File: config.mk
export PLATFORM = sky130hd
export DESIGN_NAME = scalar_cast_unit
export DESIGN_NICKNAME = d
export VERILOG_FILES = /design/src/rtl/scalar_cast_pkg.sv /design/src/rtl/bfloat16_to_int_caster.sv /design/src/rtl/cast_control.sv /design/src/rtl/int_scalar_caster.sv /design/src/rtl/int_to_bfloat16_caster.sv /design/src/rtl/scalar_cast_unit.sv
export SDC_FILE = /design/constraint.sdc
export NUM_CORES = 1
export LEC_CHECK = 0
export BUFFER_PORTS_ARGS = -buffer_cell sky130_fd_sc_hd__buf_2
export CAP_MARGIN = 20
export CORE_ASPECT_RATIO = 1.25
export CORE_MARGIN = 2
export CORE_UTILIZATION = 35
export CTS_CLUSTER_SIZE = 25
export DETAILED_ROUTE_END_ITERATION = 6
export PLACE_DENSITY = 0.61
export REMOVE_ABC_BUFFERS = 1
export SYNTH_ARGS = -nofsm -noshare
export SYNTH_HDL_FRONTEND = slang
export SYNTH_SLANG_ARGS = --single-unit
File: constraint.sdc
create_clock -name clk -period 12.5 [get_ports clk]
set_clock_uncertainty 0.15 [all_clocks]
set_input_delay 0.625 -clock clk [delete_from_list [all_inputs] [get_ports clk]]
set_output_delay 0.625 -clock clk [all_outputs]
set_load 0.1 [all_outputs]
File: src/rtl/scalar_cast_pkg.sv
`default_nettype none

package scalar_cast_pkg;

	typedef enum logic [1:0]
	{
		size_8 = 2'd0,
		size_16 = 2'd1,
		size_32 = 2'd2,
		size_64 = 2'd3
	} int_size_e;

	// code 3 is reserved and behaves like int to int.
	typedef enum logic [1:0]
	{
		kind_int_to_int = 2'd0,
		kind_int_to_bf16 = 2'd1,
		kind_bf16_to_int = 2'd2
	} cast_kind_e;

	localparam logic [7:0] bf16_bias = 8'd127;
	localparam logic [7:0] bf16_exp_max = 8'hff; // infinities and nans.

	typedef struct packed
	{
		logic [47:0] unused;
		logic sign;
		logic [7:0] exponent;
		logic [6:0] mantissa;
	} bf16_view_t;

	typedef union packed
	{
		logic [63:0] int_val;
		bf16_view_t bf16;
	} scalar_word_u;

	typedef struct packed
	{
		logic valid;
		cast_kind_e kind;
		int_size_e src_size;
		int_size_e dst_size;
		logic is_signed; // signedness of the integer side of the cast.
		scalar_word_u operand;
	} cast_req_t;

	typedef struct packed
	{
		logic valid;
		scalar_word_u data;
	} cast_result_t;

	// keeps the low bits of the given size and clears everything above.
	function automatic logic [63:0] low_bits(input logic [63:0] value, input int_size_e size);
		case (size)
		size_8:
			return {56'd0, value[7:0]};
		size_16:
			return {48'd0, value[15:0]};
		size_32:
			return {32'd0, value[31:0]};
		default:
			return value;
		endcase
	endfunction

	function automatic logic [63:0] sign_extend(input logic [63:0] value,
		input int_size_e size);
		case (size)
		size_8:
			return {{56{value[7]}}, value[7:0]};
		size_16:
			return {{48{value[15]}}, value[15:0]};
		size_32:
			return {{32{value[31]}}, value[31:0]};
		default:
			return value;
		endcase
	endfunction

endpackage

`default_nettype wire

File: src/rtl/bfloat16_to_int_caster.sv
`timescale 1ns/1ps
`default_nettype none

module bfloat16_to_int_caster
	import scalar_cast_pkg::*;
(
	input logic clk,
	input scalar_word_u operand,
	input int_size_e dst_size,
	input logic is_signed,
	output scalar_word_u data
);

	// exponent at which the mantissa lsb has a weight of one.
	localparam logic [7:0] point_exp = bf16_bias + 8'd7;

	bf16_view_t bf;
	logic [63:0] significand;
	logic [63:0] magnitude;
	logic [63:0] signed_value;
	logic [7:0] range_limit;
	logic out_of_range;
	logic sign_reject;
	scalar_word_u int_word;

	assign bf = operand.bf16;

	// fractions, subnormals and zero shift out entirely to the right.
	always_comb
	begin
		significand = {56'd0, 1'b1, bf.mantissa};
		if (bf.exponent >= point_exp)
		begin
			magnitude = significand << (bf.exponent - point_exp);
		end
		else
		begin
			magnitude = significand >> (point_exp - bf.exponent);
		end
	end

	always_comb
	begin
		range_limit = is_signed ? bf16_bias + 8'd63 : bf16_bias + 8'd64;
		out_of_range = (bf.exponent == bf16_exp_max) || (bf.exponent >= range_limit);
		sign_reject = bf.sign && !is_signed;
		signed_value = bf.sign ? ~magnitude + 64'd1 : magnitude;
	end

	always_comb
	begin
		if (out_of_range || sign_reject)
		begin
			int_word.int_val = 64'd0;
		end
		else
		begin
			int_word.int_val = low_bits(signed_value, dst_size);
		end
	end

	always_ff @(posedge clk)
	begin
		data <= int_word;
	end

endmodule

`default_nettype wire

File: src/rtl/cast_control.sv
`timescale 1ns/1ps
`default_nettype none

module cast_control
	import scalar_cast_pkg::*;
(
	input logic clk,
	input logic rst,
	input logic req_valid,
	input cast_kind_e req_kind,
	input scalar_word_u int_data,
	input scalar_word_u to_bf16_data,
	input scalar_word_u from_bf16_data,
	output cast_result_t result
);

	logic valid_q;
	cast_kind_e kind_q;

	// these registers run alongside the one-cycle caster stage.
	always_ff @(posedge clk)
	begin
		if (rst)
		begin
			valid_q <= 1'b0;
			kind_q <= kind_int_to_int;
		end
		else
		begin
			valid_q <= req_valid;
			if (req_valid)
			begin
				kind_q <= req_kind;
			end
		end
	end

	always_comb
	begin
		result.valid = valid_q;
		case (kind_q)
		kind_int_to_bf16:
		begin
			result.data = to_bf16_data;
		end
		kind_bf16_to_int:
		begin
			result.data = from_bf16_data;
		end
		default:
		begin
			result.data = int_data; // reserved code lands here too.
		end
		endcase
	end

endmodule

`default_nettype wire

File: src/rtl/int_scalar_caster.sv
`timescale 1ns/1ps
`default_nettype none

module int_scalar_caster
	import scalar_cast_pkg::*;
(
	input logic clk,
	input scalar_word_u operand,
	input int_size_e src_size,
	input int_size_e dst_size,
	input logic is_signed,
	output scalar_word_u data
);

	logic [63:0] src_zext;
	logic [63:0] src_sext;
	logic [63:0] extended;
	logic [63:0] cast_value;
	logic widen;

	// first level of the decode works on the source size.
	always_comb
	begin
		src_zext = low_bits(operand.int_val, src_size);
		src_sext = sign_extend(operand.int_val, src_size);
	end

	always_comb
	begin
		widen = dst_size > src_size;
		if (widen && is_signed)
		begin
			extended = src_sext;
		end
		else
		begin
			extended = src_zext; // narrowing only ever keeps source bits.
		end
	end

	// second level trims to the destination size.
	always_comb
	begin
		case (dst_size)
		size_8:
		begin
			cast_value = {56'd0, extended[7:0]};
		end
		size_16:
		begin
			cast_value = {48'd0, extended[15:0]};
		end
		size_32:
		begin
			cast_value = {32'd0, extended[31:0]};
		end
		default:
		begin
			cast_value = extended;
		end
		endcase
	end

	always_ff @(posedge clk)
	begin
		data.int_val <= cast_value;
	end

endmodule

`default_nettype wire

File: src/rtl/int_to_bfloat16_caster.sv
`timescale 1ns/1ps
`default_nettype none

module int_to_bfloat16_caster
	import scalar_cast_pkg::*;
(
	input logic clk,
	input scalar_word_u operand,
	input int_size_e src_size,
	input logic is_signed,
	output scalar_word_u data
);

	logic [63:0] src_value;
	logic negative;
	logic [63:0] magnitude;
	logic nonzero;
	logic [5:0] lead_pos;
	logic [63:0] normalized;
	scalar_word_u bf16_word;

	always_comb
	begin
		if (is_signed)
		begin
			src_value = sign_extend(operand.int_val, src_size);
		end
		else
		begin
			src_value = low_bits(operand.int_val, src_size);
		end
	end

	// the most negative 64-bit value negates to 2^63, which still fits unsigned.
	always_comb
	begin
		negative = is_signed && src_value[63];
		if (negative)
		begin
			magnitude = ~src_value + 64'd1;
		end
		else
		begin
			magnitude = src_value;
		end
		nonzero = |magnitude;
	end

	// priority search for the leading one, the highest set bit wins.
	always_comb
	begin
		lead_pos = 6'd0;
		for (int i = 0; i < 64; i++)
		begin
			if (magnitude[i])
			begin
				lead_pos = 6'(i);
			end
		end
	end

	always_comb
	begin
		normalized = magnitude << (6'd63 - lead_pos); // leading one lands on bit 63.
		bf16_word = '0;
		if (nonzero)
		begin
			bf16_word.bf16.sign = negative;
			bf16_word.bf16.exponent = bf16_bias + {2'b00, lead_pos};
			bf16_word.bf16.mantissa = normalized[62:56]; // lower bits are dropped.
		end
	end

	always_ff @(posedge clk)
	begin
		data <= bf16_word;
	end

endmodule

`default_nettype wire

File: src/rtl/scalar_cast_unit.sv
`timescale 1ns/1ps
`default_nettype none

module scalar_cast_unit
	import scalar_cast_pkg::*;
(
	input logic clk,
	input logic rst,
	input cast_req_t req,
	output cast_result_t result
);

	scalar_word_u int_data;
	scalar_word_u to_bf16_data;
	scalar_word_u from_bf16_data;

	// every caster works on every request, control picks one result.
	int_scalar_caster int_caster0
	(
		.clk(clk),
		.operand(req.operand),
		.src_size(req.src_size),
		.dst_size(req.dst_size),
		.is_signed(req.is_signed),
		.data(int_data)
	);

	int_to_bfloat16_caster to_bf16_caster0
	(
		.clk(clk),
		.operand(req.operand),
		.src_size(req.src_size),
		.is_signed(req.is_signed),
		.data(to_bf16_data)
	);

	bfloat16_to_int_caster from_bf16_caster0
	(
		.clk(clk),
		.operand(req.operand),
		.dst_size(req.dst_size),
		.is_signed(req.is_signed),
		.data(from_bf16_data)
	);

	cast_control control0
	(
		.clk(clk),
		.rst(rst),
		.req_valid(req.valid),
		.req_kind(req.kind),
		.int_data(int_data),
		.to_bf16_data(to_bf16_data),
		.from_bf16_data(from_bf16_data),
		.result(result)
	);

endmodule

`default_nettype wire

Yosys cells after proc, flatten, opt, wreduce, memory -nomap -nowiden
Cells that the tools add are included.
{"block": "totals", "reg_bits": 147, "in_bits": 74, "output_inout_bits": 65, "wordCells": 109}
{"block": "classes", "addsub": 6, "n_lt_le_gt_ge": 3, "n_eq_ne": 7, "n_shift": 3, "mux": 74, "n_bitwise": 2, "reduce_logical": 9}
{"cell": "case mux 64 bit (3 select lines)", "n": 4}
{"cell": "2-to-1 mux 64 bit", "n": 5}
{"cell": "2-to-1 mux 6 bit", "n": 32}
{"cell": "adder 64 x 1 -> 64 bit (second input constant)", "n": 2}
{"cell": "inverter 64 bit", "n": 2}
{"cell": "case mux 64 bit (2 select lines)", "n": 1}
{"cell": "2-to-1 mux 5 bit", "n": 16}
{"cell": "OR reduction 64 bit", "n": 1}
{"cell": "left shift 64 x 6 -> 63 bit", "n": 1}
{"cell": "left shift 8 x 8 -> 64 bit", "n": 1}
{"cell": ">> shifter 8 x 8 -> 64 bit", "n": 1}
{"cell": "2-to-1 mux 4 bit", "n": 8}
{"cell": "2-to-1 mux 3 bit", "n": 4}
{"cell": "adder 7 x 6 -> 8 bit (first input constant)", "n": 1}
{"cell": "equality test 8 bit (second input constant)", "n": 1}
{"cell": ">= comparator 8 bit", "n": 1}
{"cell": ">= comparator 8 bit (second input constant)", "n": 1}
{"cell": "subtractor 8 bit (first input constant)", "n": 1}
{"cell": "subtractor 8 bit (second input constant)", "n": 1}
{"cell": "equality test 2 x 1 -> 1 bit (second input constant)", "n": 3}
{"cell": "equality test 2 bit (second input constant)", "n": 3}
{"cell": "subtractor 6 bit (first input constant)", "n": 1}
{"cell": "logical NOT 2 bit", "n": 2}
{"cell": "2-to-1 mux 2 bit", "n": 2}
{"cell": "other kinds (5)", "n": 9}

Logic depth before layout (Yosys ltp)
{"block": "logic_depth", "ltp_word": 71, "ltp_mapped": 24, "depth_no_buf": 19}

Modules after synthesis
From an unflattened synthesis, not the netlist that was laid out.
{"block": "unflattened", "cells_unflattened": 2427, "area_unflattened_um2": 17835.9}
{"mod": "int_to_bfloat16_caster", "instances": 1, "cells_each": 1168, "area_per_inst_um2": 7712.4, "seq_area_each_um2": 320.3}
{"mod": "bfloat16_to_int_caster", "instances": 1, "cells_each": 818, "area_per_inst_um2": 6024.5, "seq_area_each_um2": 1281.2}
{"mod": "int_scalar_caster", "instances": 1, "cells_each": 208, "area_per_inst_um2": 2102.0, "seq_area_each_um2": 1281.2}
{"mod": "cast_control", "instances": 1, "cells_each": 233, "area_per_inst_um2": 1996.9, "seq_area_each_um2": 60.1}

Worst setup path before layout
Ideal clock, no wire load.
{"block": "synth_timing", "kind": "input-to-reg", "start": "in req[0] (netlist bit)", "end": "reg to_bf16_caster0.data[1] (netlist bit)", "arrival_time_ps": 5318, "path_slack_ps": 6939, "stages": 20, "n_path_buf": 3, "cell_sequence": "clkbuf_1 inv_1 ha_1 nor3b_1 o211ai_1 nor4_2 buf_4 a21oi_1 xnor2_1 nand2_1 a211o_1 o2111ai_1 a21oi_2 or2_1 buf_6 inv_6 mux4_2 mux4_2 and2_1 o311ai_2"}
{"block": "synth_between", "elab_chain_cells": 70}
{"element": "from (decl)", "line_no": "scalar_cast_unit.sv:9", "source": "input cast_req_t req,"}
{"element": "case mux 64 bit (3 select lines) (on tied branches)", "line_no": "scalar_cast_pkg.sv:56, scalar_cast_pkg.sv:70"}
{"element": "2-to-1 mux 64 bit (*)", "line_no": "int_to_bfloat16_caster.sv:24", "source": "if (is_signed)"}
{"element": "inverter 64 bit", "line_no": "int_to_bfloat16_caster.sv:40", "source": "magnitude = ~src_value + 64'd1;"}
{"element": "adder 64 x 1 -> 64 bit", "line_no": "int_to_bfloat16_caster.sv:40"}
{"element": "2-to-1 mux 64 bit (*)", "line_no": "int_to_bfloat16_caster.sv:38", "source": "if (negative)"}
{"element": "2-to-1 mux 1 bit", "line_no": "int_to_bfloat16_caster.sv:55", "source": "if (magnitude[i])"}
{"element": "2-to-1 mux 2 bit (2 in a row)", "line_no": "int_to_bfloat16_caster.sv:55"}
{"element": "2-to-1 mux 3 bit (4 in a row)", "line_no": "int_to_bfloat16_caster.sv:55"}
{"element": "2-to-1 mux 4 bit (8 in a row)", "line_no": "int_to_bfloat16_caster.sv:55"}
{"element": "2-to-1 mux 5 bit (16 in a row)", "line_no": "int_to_bfloat16_caster.sv:55"}
{"element": "2-to-1 mux 6 bit (32 in a row)", "line_no": "int_to_bfloat16_caster.sv:55"}
{"element": "subtractor 6 bit", "line_no": "int_to_bfloat16_caster.sv:64", "source": "normalized = magnitude << (6'd63 - lead_pos);"}
{"element": "left shift 64 x 6 -> 63 bit", "line_no": "int_to_bfloat16_caster.sv:64"}
{"element": "to (signal assigned)", "line_no": "int_to_bfloat16_caster.sv:76", "source": "data <= bf16_word;"}
{"element": "to (decl)", "line_no": "int_to_bfloat16_caster.sv:11", "source": "output scalar_word_u data"}
Mark *: on every way between the ends. The rest lies on a longest branch, timed or not.
A chain may end at the register's enable or synchronous reset.

Worst setup path in the final report
{"block": "layout_timing", "start": "in req[67] (netlist bit)", "end": "reg to_bf16_caster0.data[6] (netlist bit)"}
{"block": "layout_between", "elab_chain_cells": 70}
{"element": "equality test 2 bit, or another cell as far along", "line_no": "scalar_cast_pkg.sv:56, scalar_cast_pkg.sv:70"}
{"element": "case mux 64 bit (3 select lines) (on tied branches)", "line_no": "scalar_cast_pkg.sv:56, scalar_cast_pkg.sv:70"}
{"element": "2-to-1 mux 64 bit (*)", "line_no": "int_to_bfloat16_caster.sv:24"}
{"element": "parallel branches: the longest is 1 deep, another holds adder 64 x 1 -> 64 bit"}
{"element": "2-to-1 mux 64 bit (*)", "line_no": "int_to_bfloat16_caster.sv:38"}
{"element": "2-to-1 mux 1 bit", "line_no": "int_to_bfloat16_caster.sv:55"}
{"element": "2-to-1 mux 2 bit (2 in a row)", "line_no": "int_to_bfloat16_caster.sv:55"}
{"element": "2-to-1 mux 3 bit (4 in a row)", "line_no": "int_to_bfloat16_caster.sv:55"}
{"element": "2-to-1 mux 4 bit (8 in a row)", "line_no": "int_to_bfloat16_caster.sv:55"}
{"element": "2-to-1 mux 5 bit (16 in a row)", "line_no": "int_to_bfloat16_caster.sv:55"}
{"element": "2-to-1 mux 6 bit (32 in a row)", "line_no": "int_to_bfloat16_caster.sv:55"}
{"element": "subtractor 6 bit", "line_no": "int_to_bfloat16_caster.sv:64"}
{"element": "left shift 64 x 6 -> 63 bit", "line_no": "int_to_bfloat16_caster.sv:64"}
Every way passes the cells marked *.

==> qor.csv <==
stage,metric,value,unit
hold_path,number of cells traversed by the worst hold path,2,
global_route,GRT met1 Usage,35.0,%
routing,Iter 0 DRT Violations,2216,
timing,Max Fclk,141,MHz
pwr,cell leakage power,0.00656,uW
routing,Vias per Instance,6.40,
setup_path,type of the worst setup path,input pin to flip-flop,
yosys,number of library cell types mapped by synthesis,104,
timing,crit share post-route,56.5,%
die,area enclosed by the die boundary,44900,um2
pwr,Total Power,2070,uW
yosys,cell area after synthesis,15100,um2
finish,Filler cells,4536,
place,post-detail-place hpwl,51.4,mm
die,Starting Density,35.3,%
setup_path,kind of launch point of the worst setup path,input pin,
finish,Area Growth Syn to Fin,10.5,%
clocking,"CTS clk-pin slew, worst paths",0.06,ns
routing,via count,17360,
die,die extent in x,190,um
global_route,number of antenna violations at the first check in global routing,3,
yosys,number of enable-type register cells in the synthesized netlist,0,
clocking,CTS sink cnt,147,
global_route,Tot GR Track Use,29.2,%
setup_path,dominant delay contributor by cell family on the critical path,compound AO/OA/AOI/OAI gates,
die,height of the die,236,um
timing,minimum clock period,7.07,ns
timing,final count of negative-setup-slack endpoints,0,
timing,slew of the pin with the lowest slew margin,1.04,ns
pwr,pwr dens,124,nW/um2
finish,finished layout cell area,16700,um2
setup_path,"Slowest-stage cell, CP",nand2_1,
global_route,global routing met3 resource utilization,3.70,%
setup_path,FF-to-FF path depth,2,
pwr,worst ir drop on vdd,0.0000851,V
clocking,maximum clock path buffer count,2,
timing,post-route setup TNS,0,ns
setup_path,CP Capture Type,flip-flop,
global_route,pin count of the biggest net entering global routing,83,
setup_path,delay of the slowest critical-path stage,0.67,ns
yosys,Post-Syn Area per Cell,7.18,um2
finish,number of nets in the final layout,2218,
timing,final hold violation count,0,
clocking,number of buffers created by CTS,17,
routing,Pre-antenna DRT Iters,6,
die,Row Count,85,
setup_path,required time reported for the critical path endpoint,12.71,ns
setup_path,highest net fanout along the worst path,60,
place,placed instance area,16100,um2
die,total I/O pin count,139,
clocking,library cell used as clock root buffer,clkbuf_16,
yosys,Yosys reg bits,147,
setup_path,CP Cell Sequence,"buf_2, mux2_2, a22oi_2, buf_4, nand2_1, a21oi_1, a21oi_1, mux2_2, a2111oi_0, nand3b_1, a211oi_1, o41ai_4, buf_4, inv_2, mux2i_1, o21ai_0, a31oi_1, o22ai_1",
yosys,sequential area share after synthesis,19.5,%
timing,worst slew margin relative to its limit,30.0,%
routing,DRC errors left,0,
clocking,Clock H-tree levels,4,
clocking,hold-fix buffer count after cts,0,
routing,overall routed net length,67.1,mm
setup_path,number of buffer and inverter stages on the critical path,4,
routing,post-DR wirelength/cell,24.7,um
place,Port Buffer Count,138,
clocking,clock tree from TritonCTS,done,
global_route,first-pass GRT wire length,101,mm
global_route,global-route layer with the greatest usage,met2,
clocking,Resize count post-CTS,0,
global_route,via count of the first global-routing pass,16542,
job,max-cap violations,0,
setup_path,critical path depth in cells,18,
timing,unrepaired setup endpoints after global routing,no,
clocking,Worst-Skew Late Latency,0.45,ns
yosys,share of async-settable or async-resettable flops after synthesis,0,%
finish,layout cells sized above 1,13.3,%
status,outcome,finished clean,
routing,final antenna-violating net count,0,
hold_path,worst hold path class,input pin to flip-flop,
yosys,Gate Count Post-Synth,2105,
yosys,dominant register cell in the synthesized netlist,dfxtp_1,
timing,count of final max-slew check failures,0,
setup_path,arrival time at the worst endpoint,7.27,ns
die,core box area,42900,um2
yosys,Synth Warn #,0,
place,Final GP Congestion,1.01,
global_route,grt met2 use,48.9,%
clocking,buffers inserted during post-CTS setup optimization,0,
global_route,global route total overflow,0,
==> stage by stage <==
step | setup slack [ns] | hold WS [ns] | util (%) | std cells
global placement | 5.36 | 0.373 | 37.5 | 2676
CTS | 5.71 | 0.184 | 39.0 | 2709
finish | 5.43 | 0.205 | 39.0 | 2714
floorplan | 3.30 | 0.337 | - | 1944
global route | 5.18 | 0.198 | 39.0 | 2712
detailed placement | 5.25 | 0.385 | 37.6 | 2677
==> state kept, by name (all words and copies together), names as in the netlist <==
name and count:
int_caster0.data 64, control0.kind_q 2, control0.valid_q 1, from_bf16_caster0.data 64, to_bf16_caster0.data 16
==> report_power, final <==
| group | internal (uW) | switching, uW | total [uW] |
|---|---|---|---|
| clock network | 289 | 238 | 527 |
| logic | 319 | 686 | 1000 |
| registers | 503 | 30.2 | 534 |
| total | 1110 | 954 | 2070 |
==> cells in the final DEF (no fill, tap or decap), drive strengths merged, types with 26 or more instances in the layout <==
master and count:
o22ai 32, nand2 223, buf 169, nand4 29, mux2i 123, a21oi 121, xnor2 43, o21ai 155
nor3 69, nand3 60, nor2 265, dfxtp 147, a22oi 39, nand2b 27, a22o 51, inv 40
a211oi 26, a31oi 30, xor2 37
==> synthesized netlist by cell type, types with 20 or more instances <==
master | n | share of area [%]
nand2_1 | 222 | 5.5
nand2b_1 | 27 | 1.1
nand3_1 | 59 | 2.0
nor3_1 | 67 | 2.2
a22o_1 | 50 | 2.9
a211oi_1 | 21 | 1.0
xor2_1 | 37 | 2.1
or3_1 | 25 | 1.0
dfxtp_1 | 147 | 19
a21boi_0 | 22 | 1.1
nor2_1 | 265 | 6.6
a22oi_1 | 38 | 1.9
o22ai_1 | 32 | 1.3
and2_1 | 22 | 0.91
clkbuf_1 | 117 | 2.9
xnor2_1 | 41 | 2.4
mux2i_1 | 122 | 8.1
nand4_1 | 29 | 1.2
nor4_1 | 21 | 0.87
a31oi_1 | 30 | 1.2
and3_1 | 20 | 0.83
inv_1 | 30 | 0.74
a21oi_1 | 119 | 3.9
o21ai_0 | 150 | 5.0
mux2_2 | 20 | 1.5
==> logic make-up after synthesis <==
family	count (synthesis)	synth area share, %
and+or+nand+nor	843	26.8
AOI/OAI and AO/OA	668	30.6
adders and majority gates	12	0.993
muxes	159	12.0
buffers and inverters	196	5.43
xor gates and xnor gates	80	4.73
DFF	147	19.5
==> routing by layer <==
| layer | share of wire, % | wire length, um | vias to the layer above |
|---|---|---|---|
| li1 | - | - | 7918 |
| met1 | 39 | 25900 | 8264 |
| met2 | 48 | 32100 | 924 |
| met3 | 6.6 | 4430 | 252 |
| met4 | 6.8 | 4570 | 2 |
| met5 | 0.025 | 17 | - |
==> final cells by class <==
type	count	area (um2)	area share (%)
diodes	4	10.0	0.0599
clock buffers	18	439	2.63
clock inverters	14	159	0.951
inverters	35	136	0.816
multi-input cells	1762	11400	68.1
flip-flops and latches	147	2940	17.6
well taps	565	707	4.23
repair buffers	169	943	5.64
==> worst reg2reg max path: stages (launching register included) <==
cell,delay (ns)
dfxtp_1,0.33
mux2i_1,0.12
nor2_1,0.06
==> path summary, 6_finish.rpt <==
kind                                    from  slack, ns                                 end
max reg2reg  control0.kind_q[0]$_SDFFE_PP0P_      11.74     control0.kind_q[0]$_SDFFE_PP0P_
min reg2reg  control0.kind_q[1]$_SDFFE_PP0P_       0.40     control0.kind_q[1]$_SDFFE_PP0P_
min                                      rst       0.21         control0.valid_q$_SDFF_PP0_
max                                  req[67]       5.43  to_bf16_caster0.data[6]$_SDFF_PN0_
Power figures use the tool's default switching activity.
